## config.mk

```make
export PLATFORM = sky130hd
export DESIGN_NAME = llc_top
export DESIGN_NICKNAME = d
export VERILOG_FILES = /design/src/logic/llc_pkg.sv /design/src/logic/llc_req_if.sv /design/src/logic/llc_array_if.sv /design/src/logic/llc_input_decoder.sv /design/src/logic/llc_localmem.sv /design/src/logic/llc_core.sv /design/src/logic/llc_top.sv
export SDC_FILE = /design/constraint.sdc
export NUM_CORES = 2
export LEC_CHECK = 0
export ABC_CLOCK_PERIOD_IN_PS = 14600
export BUFFER_PORTS_ARGS = -buffer_cell sky130_fd_sc_hd__buf_4
export CAP_MARGIN = 5
export CORE_MARGIN = 4
export CORE_UTILIZATION = 45
export CTS_BUF_LIST = sky130_fd_sc_hd__clkbuf_8
export CTS_CLUSTER_DIAMETER = 60
export DETAILED_ROUTE_END_ITERATION = 6
export HOLD_SLACK_MARGIN = 0.03
export PLACE_DENSITY = 0.66
export RECOVER_POWER = 50
export SYNTH_ARGS = -nofsm -noshare
export SYNTH_HDL_FRONTEND = slang
export SYNTH_HIERARCHICAL = 1
export SYNTH_SLANG_ARGS = --single-unit
```

## constraint.sdc

```tcl
create_clock -name clk -period 14.6 [get_ports clk]
set_input_delay 2.92 -clock clk [delete_from_list [all_inputs] [get_ports clk]]
set_output_delay 2.92 -clock clk [all_outputs]
set_load 0.01 [all_outputs]
```

## src/logic/llc_pkg.sv

```systemverilog
/* cache geometry, address/line/way vector types and the controller state enum */

package llc_pkg;

    // geometry
    localparam int LLC_SETS  = 16;
    localparam int LLC_WAYS  = 2;
    localparam int ADDR_BITS = 12;
    localparam int LINE_BITS = 32;

    localparam int SET_BITS = $clog2(LLC_SETS);
    localparam int TAG_BITS = ADDR_BITS - SET_BITS;
    localparam int WAY_BITS = $clog2(LLC_WAYS);

    // word address, set in the low bits, tag above
    typedef logic [ADDR_BITS-1:0] addr_t;

    // one line holds one word
    typedef logic [LINE_BITS-1:0] line_t;

    typedef logic [SET_BITS-1:0] llc_set_t;
    typedef logic [TAG_BITS-1:0] llc_tag_t;
    typedef logic [WAY_BITS-1:0] llc_way_t;

    // controller sequencing
    typedef enum logic [2:0] {
        DECODE,
        READ_SET,
        LOOKUP,
        PROCESS,
        UPDATE
    } llc_state_e;

endpackage

```

## src/logic/llc_req_if.sv

```systemverilog
/* request channel from input decoder to core */

`timescale 1ns/10ps

interface llc_req_if import llc_pkg::*; ();

    logic  valid;
    logic  ready;
    logic  write;
    addr_t addr;
    line_t data;

    modport dec (output valid, output write, output addr, output data, input ready);

    // core only pulls the ready line
    modport core (input valid, input write, input addr, input data, output ready);

endinterface

```

## src/logic/llc_array_if.sv

```systemverilog
/* read and write ports of the tag, state and data arrays */

`timescale 1ns/10ps

interface llc_array_if import llc_pkg::*; ();

    // read request, data returns one cycle later
    logic     rd_en;
    llc_set_t set;

    // single way write plus evict pointer
    logic     wr_en;
    llc_set_t wr_set;
    llc_way_t wr_way;
    llc_tag_t wr_tag;
    logic     wr_valid;
    logic     wr_dirty;
    line_t    wr_data;
    llc_way_t wr_evict_way;

    // both ways of the read set
    llc_tag_t rd_tag   [LLC_WAYS];
    logic     rd_valid [LLC_WAYS];
    logic     rd_dirty [LLC_WAYS];
    line_t    rd_data  [LLC_WAYS];
    llc_way_t rd_evict_way;

    modport core (
        output rd_en, set, wr_en, wr_set, wr_way, wr_tag, wr_valid, wr_dirty, wr_data,
        output wr_evict_way,
        input  rd_tag, rd_valid, rd_dirty, rd_data, rd_evict_way
    );

    modport mem (
        input  rd_en, set, wr_en, wr_set, wr_way, wr_tag, wr_valid, wr_dirty, wr_data,
        input  wr_evict_way,
        output rd_tag, rd_valid, rd_dirty, rd_data, rd_evict_way
    );

endinterface

```

## src/logic/llc_input_decoder.sv

```systemverilog
/* one-entry request register between the requester and the core */

`timescale 1ns/10ps

module llc_input_decoder import llc_pkg::*; (
    input  logic  clk,
    input  logic  rst,

    input  logic  req_valid_i,
    input  logic  req_write_i,
    input  addr_t req_addr_i,
    input  line_t req_data_i,
    output logic  req_ready_o,

    llc_req_if.dec req
);

    logic  full;
    logic  write_q;
    addr_t addr_q;
    line_t data_q;
    logic  take;
    logic  accept;

    // core empties the register this cycle
    assign take = full && req.ready;

    // free slot, or one being handed over right now
    assign req_ready_o = !full || req.ready;
    assign accept      = req_valid_i && req_ready_o;

    always_ff @(posedge clk or negedge rst) begin
        if (!rst) begin
            full <= 1'b0;
        end else if (accept) begin
            full <= 1'b1;
        end else if (take) begin
            full <= 1'b0;
        end
    end

    always_ff @(posedge clk) begin
        if (accept) begin
            write_q <= req_write_i;
            addr_q  <= req_addr_i;
            data_q  <= req_data_i;
        end
    end

    assign req.valid = full;
    assign req.write = write_q;
    assign req.addr  = addr_q;
    assign req.data  = data_q;

endmodule

```

## src/logic/llc_localmem.sv

```systemverilog
/* tag, valid, dirty and data arrays per way, evict-way pointer per set */

`timescale 1ns/10ps

module llc_localmem import llc_pkg::*; (
    input logic clk,
    input logic rst,

    llc_array_if.mem arr
);

    llc_tag_t              tag_mem   [LLC_WAYS][LLC_SETS];
    line_t                 data_mem  [LLC_WAYS][LLC_SETS];
    logic [LLC_SETS-1:0]   valid_q   [LLC_WAYS];
    logic [LLC_SETS-1:0]   dirty_q   [LLC_WAYS];
    llc_way_t              evict_q   [LLC_SETS];

    // state bits, cleared on reset
    always_ff @(posedge clk or negedge rst) begin
        if (!rst) begin
            for (int w = 0; w < LLC_WAYS; w++) begin
                valid_q[w] <= '0;
                dirty_q[w] <= '0;
            end
            for (int s = 0; s < LLC_SETS; s++) begin
                evict_q[s] <= '0;
            end
        end else if (arr.wr_en) begin
            valid_q[arr.wr_way][arr.wr_set] <= arr.wr_valid;
            dirty_q[arr.wr_way][arr.wr_set] <= arr.wr_dirty;
            evict_q[arr.wr_set]             <= arr.wr_evict_way;
        end
    end

    always_ff @(posedge clk) begin
        if (arr.wr_en) begin
            tag_mem[arr.wr_way][arr.wr_set]  <= arr.wr_tag;
            data_mem[arr.wr_way][arr.wr_set] <= arr.wr_data;
        end
    end

    // synchronous read of both ways, held until the next rd_en
    always_ff @(posedge clk) begin
        if (arr.rd_en) begin
            for (int w = 0; w < LLC_WAYS; w++) begin
                arr.rd_tag[w]   <= tag_mem[w][arr.set];
                arr.rd_valid[w] <= valid_q[w][arr.set];
                arr.rd_dirty[w] <= dirty_q[w][arr.set];
                arr.rd_data[w]  <= data_mem[w][arr.set];
            end
            arr.rd_evict_way <= evict_q[arr.set];
        end
    end

endmodule

```

## src/logic/llc_core.sv

```systemverilog
/* controller FSM: lookup, hit handling, dirty writeback, refill
   and the final array update */

`timescale 1ns/10ps

module llc_core import llc_pkg::*; (
    input  logic  clk,
    input  logic  rst,

    llc_req_if.core   req,
    llc_array_if.core arr,

    output logic  rsp_valid_o,
    output line_t rsp_data_o,
    input  logic  rsp_ready_i,

    output logic  mem_req_valid_o,
    output logic  mem_req_write_o,
    output addr_t mem_req_addr_o,
    output line_t mem_req_data_o,
    input  logic  mem_req_ready_i,

    input  logic  mem_rsp_valid_i,
    input  line_t mem_rsp_data_i,
    output logic  mem_rsp_ready_o
);

    llc_state_e state, next_state;

    // latched request
    logic     wr_q;
    addr_t    addr_q;
    line_t    data_q;
    llc_set_t set_q;
    llc_tag_t tag_q;

    logic     hit_q;
    llc_way_t way_q;
    line_t    line_q;

    // PROCESS sub-flags
    logic wb_sent, fetch_sent, fill_done, rsp_sent;

    logic     hit;
    llc_way_t hit_way, vict_way;
    logic     need_wb, need_fetch, need_rsp;
    logic     wb_phase, fetch_phase;
    logic     rsp_fire, mem_req_fire, fill_fire;
    logic     process_done;

    assign set_q = addr_q[SET_BITS-1:0];
    assign tag_q = addr_q[ADDR_BITS-1:SET_BITS];

    always_comb begin
        hit      = 1'b0;
        hit_way  = '0;
        vict_way = arr.rd_evict_way;
        for (int w = 0; w < LLC_WAYS; w++) begin
            if (arr.rd_valid[w] && arr.rd_tag[w] == tag_q) begin
                hit     = 1'b1;
                hit_way = llc_way_t'(w);
            end
        end
        // lowest invalid way wins over the pointer
        for (int w = LLC_WAYS - 1; w >= 0; w--) begin
            if (!arr.rd_valid[w]) begin
                vict_way = llc_way_t'(w);
            end
        end
    end

    // array read data holds through PROCESS, victim fields come from it
    assign need_wb    = !hit_q && arr.rd_valid[way_q] && arr.rd_dirty[way_q];
    assign need_fetch = !hit_q && !wr_q;
    assign need_rsp   = !wr_q;

    assign wb_phase    = need_wb && !wb_sent;
    assign fetch_phase = need_fetch && !wb_phase && !fetch_sent;

    assign mem_req_valid_o = (state == PROCESS) && (wb_phase || fetch_phase);
    assign mem_req_write_o = wb_phase;
    assign mem_req_addr_o  = wb_phase ? {arr.rd_tag[way_q], set_q} : addr_q;
    assign mem_req_data_o  = arr.rd_data[way_q];
    assign mem_req_fire    = mem_req_valid_o && mem_req_ready_i;

    assign mem_rsp_ready_o = (state == PROCESS) && fetch_sent && !fill_done;
    assign fill_fire       = mem_rsp_ready_o && mem_rsp_valid_i;

    assign rsp_valid_o = (state == PROCESS) && need_rsp && !rsp_sent &&
                         (!need_fetch || fill_done);
    assign rsp_data_o  = line_q;
    assign rsp_fire    = rsp_valid_o && rsp_ready_i;

    assign process_done = (!need_wb || wb_sent || (wb_phase && mem_req_fire)) &&
                          (!need_fetch || fill_done) &&
                          (!need_rsp || rsp_sent || rsp_fire);

    assign req.ready = (state == DECODE);

    always_comb begin
        next_state = state;
        case (state)
            DECODE:   if (req.valid) next_state = READ_SET;
            READ_SET: next_state = LOOKUP;
            LOOKUP:   next_state = PROCESS;
            PROCESS:  if (process_done) next_state = UPDATE;
            UPDATE:   next_state = DECODE;
            default:  next_state = DECODE;
        endcase
    end

    always_ff @(posedge clk or negedge rst) begin
        if (!rst) begin
            state      <= DECODE;
            hit_q      <= 1'b0;
            way_q      <= '0;
            wb_sent    <= 1'b0;
            fetch_sent <= 1'b0;
            fill_done  <= 1'b0;
            rsp_sent   <= 1'b0;
        end else begin
            state <= next_state;
            if (state == LOOKUP) begin
                hit_q      <= hit;
                way_q      <= hit ? hit_way : vict_way;
                wb_sent    <= 1'b0;
                fetch_sent <= 1'b0;
                fill_done  <= 1'b0;
                rsp_sent   <= 1'b0;
            end else if (state == PROCESS) begin
                if (wb_phase && mem_req_fire) wb_sent <= 1'b1;
                if (fetch_phase && mem_req_fire) fetch_sent <= 1'b1;
                if (fill_fire) fill_done <= 1'b1;
                if (rsp_fire) rsp_sent <= 1'b1;
            end
        end
    end

    always_ff @(posedge clk) begin
        if (req.valid && req.ready) begin
            wr_q   <= req.write;
            addr_q <= req.addr;
            data_q <= req.data;
        end
        if (state == LOOKUP) begin
            line_q <= arr.rd_data[hit_way];
        end else if (fill_fire) begin
            line_q <= mem_rsp_data_i;
        end
    end

    assign arr.rd_en = (state == READ_SET);
    assign arr.set   = set_q;

    // write back the chosen way, pointer advances only on allocation
    assign arr.wr_en        = (state == UPDATE);
    assign arr.wr_set       = set_q;
    assign arr.wr_way       = way_q;
    assign arr.wr_tag       = tag_q;
    assign arr.wr_valid     = 1'b1;
    assign arr.wr_dirty     = wr_q || (hit_q && arr.rd_dirty[way_q]);
    assign arr.wr_data      = wr_q ? data_q : line_q;
    assign arr.wr_evict_way = hit_q ? arr.rd_evict_way : llc_way_t'(way_q + 1'b1);

endmodule

```

## src/logic/llc_top.sv

```systemverilog
/* cache controller top: input decoder, arrays and core on plain ports */

`timescale 1ns/10ps

module llc_top import llc_pkg::*; (
    input  logic  clk,
    input  logic  rst,

    input  logic  req_valid_i,
    input  logic  req_write_i,
    input  addr_t req_addr_i,
    input  line_t req_data_i,
    output logic  req_ready_o,

    output logic  rsp_valid_o,
    output line_t rsp_data_o,
    input  logic  rsp_ready_i,

    output logic  mem_req_valid_o,
    output logic  mem_req_write_o,
    output addr_t mem_req_addr_o,
    output line_t mem_req_data_o,
    input  logic  mem_req_ready_i,

    input  logic  mem_rsp_valid_i,
    input  line_t mem_rsp_data_i,
    output logic  mem_rsp_ready_o
);

    llc_req_if   req_bus ();
    llc_array_if arr_bus ();

    llc_input_decoder u_input_decoder (
        .clk         (clk),
        .rst         (rst),
        .req_valid_i (req_valid_i),
        .req_write_i (req_write_i),
        .req_addr_i  (req_addr_i),
        .req_data_i  (req_data_i),
        .req_ready_o (req_ready_o),
        .req         (req_bus.dec)
    );

    llc_localmem u_localmem (
        .clk (clk),
        .rst (rst),
        .arr (arr_bus.mem)
    );

    llc_core u_core (
        .clk             (clk),
        .rst             (rst),
        .req             (req_bus.core),
        .arr             (arr_bus.core),
        .rsp_valid_o     (rsp_valid_o),
        .rsp_data_o      (rsp_data_o),
        .rsp_ready_i     (rsp_ready_i),
        .mem_req_valid_o (mem_req_valid_o),
        .mem_req_write_o (mem_req_write_o),
        .mem_req_addr_o  (mem_req_addr_o),
        .mem_req_data_o  (mem_req_data_o),
        .mem_req_ready_i (mem_req_ready_i),
        .mem_rsp_valid_i (mem_rsp_valid_i),
        .mem_rsp_data_i  (mem_rsp_data_i),
        .mem_rsp_ready_o (mem_rsp_ready_o)
    );

endmodule

```

# After elaboration in Yosys (flattened, before gate mapping)
# Memories as Yosys holds them, arrays and structs flattened.
# Cells that the tools add are included.
# classes
eq_ne	8
add_sub_neg	1
bitwise	4
n_mux	81
n_lt_le_gt_ge	7
n_reduce_logical	57
# ops
op	n
512-bit two-way mux	1
32-bit two-way mux	14
32-bit binary-select mux with 4-bit select	2
32-bit demux with 4-bit select	1
128-bit two-way mux	1
8-bit binary-select mux with 4-bit select	2
8-bit two-way mux	8
1-bit two-way mux	36
32-bit bitwise mux	1
8-bit demux with 4-bit select	1
32-bit OR	1
1-bit logical AND	27
1-bit binary-select mux with 4-bit select	5
16-bit bitwise mux	1
16-bit demux with 1-bit select	1
8-bit equality test	2
16-bit two-way mux	1
12-bit two-way mux	1
3-bit one-hot mux with 4 select lines	1
2-bit nonzero test	6
1-bit zero test	10
2-bit AND reduction	5
1-bit demux with 4-bit select	2
1-bit logical OR	8
16 further kinds	20
# totals
ff_bits	297
inputBits	83
ramBits	1280
memories	2
# mem_list
name	words	width	read_ports	rd_clocked_by_memory_dff	write_ports	line_no	source
u_localmem.data_mem	2	512	2	0	1	llc_localmem.sv:13	line_t data_mem [LLC_WAYS][LLC_SETS];
u_localmem.tag_mem	2	128	2	0	1	llc_localmem.sv:12	llc_tag_t tag_mem [LLC_WAYS][LLC_SETS];

# Depth between registers and ports, before layout
# depth
word_depth	19
ltp_mapped	7
ltp_nobuf	5

# Cells and area by module
# Netlist, hierarchy kept.
# modules_own_cells
mod	seq_area_each_um2	area_each_um2	n_inst	cells_per_inst
llc_localmem	42991.2	54208.2	1	2332
llc_core	2537.4	5074.9	1	465
llc_input_decoder	1376.3	1405.1	1	49

# Worst setup path after synthesis
# No wires, ideal clock.
# synth_path
path_type	flip-flop to flip-flop
start	reg u_core.state[1]
end	reg u_localmem.arr.rd_data[0], enable pin
slack_ns	7.264
synth_period_minus_slack_ns	7.336
t_arrival_ns	6.685
required_time_ns	13.950
path_buffers	1
path_stages_with_launch	3
cell_sequence	dfrtp_1 > buf_2 > nor3b_1
# synth_between
elab_chain_len	1
# synth_rtl
element	line_no	source
from (decl)	llc_core.sv:28	llc_state_e state, next_state;
from (signal assigned)	llc_core.sv:122	state <= next_state;
3-bit by 1-bit equality test with 1-bit output	llc_core.sv:152	assign arr.rd_en = (state == READ_SET);
named net arr_bus.rd_en	llc_array_if.sv:8	logic rd_en;
to (signal, indexed assignment)	llc_localmem.sv:49	arr.rd_data[w] <= data_mem[w][arr.set];
to (decl)	llc_array_if.sv:37	output rd_tag, rd_valid, rd_dirty, rd_data, rd_evict_way
# The timed path passes the listed nets, and every way through them passes these cells.
# A chain may end at the register's enable or synchronous reset.

# Worst setup path after layout
# layout_path
start	reg u_core.way_q (netlist: u_core/arr.wr_way)
end	out mem_req_addr_o[11]
# layout_between
elab_chain_len	8
word_cells_on_any_way	14
# layout_rtl
element	line_no	source
from (decl)	llc_core.sv:38	llc_way_t way_q;
from (signal assigned)	llc_core.sv:125	way_q <= hit ? hit_way : vict_way;
1-bit NOT with 2-bit output (implied by the code) *	llc_core.sv:73, llc_core.sv:82	
1-bit two-way mux (implied by the code) (3 in a row)	llc_core.sv:73	assign need_wb = !hit_q && arr.rd_valid[way_q] && arr.rd_dirty[way_q];
1-bit logical AND (2 in a row)	llc_core.sv:73	
1-bit logical AND	llc_core.sv:77	assign wb_phase = need_wb && !wb_sent;
12-bit two-way mux *	llc_core.sv:82	assign mem_req_addr_o = wb_phase ? {arr.rd_tag[way_q], set_q} : addr_q;
to (decl)	llc_top.sv:21	output addr_t mem_req_addr_o,
# Every way passes the cells marked *; elsewhere a longest branch is shown, timed or not. The select of a mux whose other input is x is not followed.

==> results.tsv <==
metric	value	unit
status	finished, violations left	
violations	max-capacitance violations, max-slew violations	
drive_above_1_share	0.301	
place_ws	9.01	ns
critPathCaptureType	output pin	
setup_viol	0	
ys_seq_elements	1577	
wl	166000	um
worstReg2RegStart	u_core/addr_q[0]$_DFFE_PP_	
core	134000	um2
slowest_delay	2.43	ns
final_area	68200	um2
crit_buf_inv	2	
worst_ep_arrival_time	5.36	ns
clock_path_buffers	3	
routabilityCongestion	0.774	
p_leak	0.0226	uW
regArea	46900	um2
postCtsHoldBufs	0	
nFillCells	10451	
grt_pass1_wl	234000	um
slew_viol_final	363	
syn_inst	2846	
dieArea	141000	um2
synthTopCellsByArea	edfxtp_1, mux4_2, dfrtp_1, mux2_2, a22oi_1	
synth_cell_types	47	
grt_max_degree	157	
final_antenna_net_count	0	
fin_setup_tns	0	ns
reg2reg_setup_slack	7.55	ns
synth_top_area_frac	0.736	
critPathMaxFanout	42	
cts.clk_slew.worst_paths	0.06	ns
start_kind	flop	
wire_per_inst	32.5	um
critPathSlowestCell	clkbuf_1	
hpwl	85000	um
slew_headroom	-1.92	
synthArstFlopShare	0.0571	
hp-class	flop to flop	
synth_most_common_cell	edfxtp_1	
worst_hold_path.endpoint	u_core/data_q[17]$_DFFE_PP_	
grt_pass1_vias	31849	
synth_area	60700	um2
crit_required	11.68	ns
area_growth	12.3	%
nNetsFinal	3217	
rows	134	
ys_seq_area_frac	0.773	
powerDensity	186	nW/um2
period_minus_slack	8.28	ns
r2r_cells	8	
io_buffer_count	163	
vias_per_cell	6.20	
antenna_found_initial	10	
grt_setup_unrepaired	no	
drc	0	
htreeDepth	4	
clk_latency	0.95	ns
ys_top_cells_by_count	edfxtp_1, mux4_2, a22oi_1	
r2r-end	u_localmem/arr.rd_data[47]$_DFFE_PP_	
timing.fmax	121	MHz
place_area	64000	um2
finalCritPeriodShare	0.567	
path_cells	clkbuf_1 > nand3_1 > a211o_1 > o21ai_0 > buf_4	
vias	31627	
die_y	375	um
syn-mean-instance-area	21.3	um2
holdCritStartpoint	u_input_decoder/req.data[17]$_DFFE_PP_	
setup_slack	6.32	ns
crit_type	flop to output pin	
cts_sinks	1577	
cts_root_buf	clkbuf_8	
cap_viol_max_count	13	
grt_overflow	0	
synth_edf_count	1487	
ys.flop_type	edfxtp_1	
ios	164	
post_cts_resize_count	0	
tightest_slew	4.38	ns
initial_utilization	0.454	
crit_family	buffers and inverters	
numCtsBuffers	232	
post-cts-setup-buffers	0	
hold_viol_final	0	
grt_use_total	0.234	
yosys.area.top_type	edfxtp_1	
die_w	375	um
drtIter0Drc	4162	
multiInputGateArea	12900	um2
holdPathStages	0	
ys_warn_count	6	
syn_nets	2929	
peakVddDrop	0.117	mV
skew	0.0635	ns
cts_tree	yes	
drt_first_pass_iters	6	
==> registers in the layout (all words and copies together), names as in the netlist, 2 cells and up <==
register	flops
u_localmem/evict_q	16
u_core/addr_q	12
u_core/state	3
u_localmem/valid_q	32
u_localmem/dirty_q	32
u_localmem/arr.rd_data	64
u_localmem/arr.rd_tag	16
u_core/data_q	32
u_core/rsp_data_o	32
u_localmem/data_mem	1024
u_localmem/tag_mem	256
u_localmem/arr.rd_valid	2
u_localmem/arr.rd_dirty	2
u_input_decoder/req.addr	12
u_input_decoder/req.data	32
==> layer usage <==
metal | wire length [um] | global-route usage
met1 | 65200 | 0.335
met2 | 76800 | 0.358
met3 | 18800 | 0.0559
met4 | 5050 | 0.0788
met5 | 0 | 0
==> placed cells by master (no fill, tap or decap), types with 3 or more instances in the layout <==
cell type,Yosys,routed
nand3b_1,4,4
mux2i_1,9,9
nand3_1,4,4
diode_2,0,5
xnor2_1,6,5
clkbuf_8,0,233
o21ai_0,11,10
nor3b_1,4,3
nor2_1,69,66
nor2_4,0,3
nor3_1,5,4
and3_1,32,32
edfxtp_1,1487,1487
inv_2,0,16
mux2_1,0,32
clkinv_1,0,76
and4bb_2,3,3
clkbuf_4,0,41
dfrtp_1,90,90
buf_12,0,3
clkbuf_1,75,14
buf_4,26,173
clkinv_8,0,5
mux4_2,340,340
a21oi_1,34,34
nand2b_1,3,3
o31ai_1,33,33
inv_1,20,63
nand4b_1,3,3
a31oi_1,35,35
bufinv_16,0,10
clkinvlp_4,0,6
xor2_1,10,10
nand2_1,123,121
a22oi_1,170,170
clkinv_2,0,34
mux2_2,144,112
==> metrics by stage <==
| stage | cells | hold slack, ns | total power [uW] | utilization |
|---|---|---|---|---|
| floorplan | 2846 | 0.400 | 8120 | - |
| global route | 5098 | 0.417 | 13200 | 0.510 |
| detailed placement | 4668 | 0.405 | 9410 | 0.478 |
| CTS | 5096 | 0.409 | 12700 | 0.511 |
| finish | 5101 | 0.406 | 12700 | 0.510 |
| global placement | 4668 | 0.404 | 9290 | 0.478 |
==> worst max path at each step <==
stage	startpoint	to	slack, ns	cells after the start
floorplan	u_core/state[1]$_DFFE_PN0P_	u_localmem/arr.rd_data[0]$_DFFE_PP_	7.26	2
global placement	u_core/addr_q[0]$_DFFE_PP_	u_localmem/arr.rd_data[49]$_DFFE_PP_	9.13	8
detailed placement	u_core/addr_q[0]$_DFFE_PP_	u_localmem/arr.rd_data[47]$_DFFE_PP_	9.01	8
CTS	u_core/arr.wr_way$_DFFE_PN0N_	mem_req_addr_o[11]	8.30	5
global route	u_core/arr.wr_way$_DFFE_PN0N_	mem_req_addr_o[5]	5.98	6
finish	u_core/arr.wr_way$_DFFE_PN0N_	mem_req_addr_o[11]	6.32	5
==> layout make-up <==
cell class,instances,area share
antenna,5,0.000184
clock buffer,233,0.0470
clock inverter,195,0.0171
inverter,20,0.00110
multi-input combinational,1072,0.189
sequential,1577,0.688
tap,1768,0.0324
timing repair buffer,231,0.0252
==> logic make-up after synthesis <==
| logic type | count (synthesis) | synth area share |
|---|---|---|
| buf+inv | 197 | 0.0161 |
| other cells | 1 | 0.0000618 |
| mux | 493 | 0.154 |
| compound gates | 290 | 0.0334 |
| flops | 1577 | 0.773 |
| xor+xnor | 16 | 0.00231 |
| simple gates | 272 | 0.0208 |
==> power breakdown <==
group	switching, uW	internal (uW)	leakage, uW	total [uW]
sequential	346	5950	0.0146	6300
combinational	1950	1090	0.00553	3030
clock	1700	1670	0.00245	3370
total	3990	8720	0.0226	12700
Note: power is estimated with default switching activity, not from simulation.
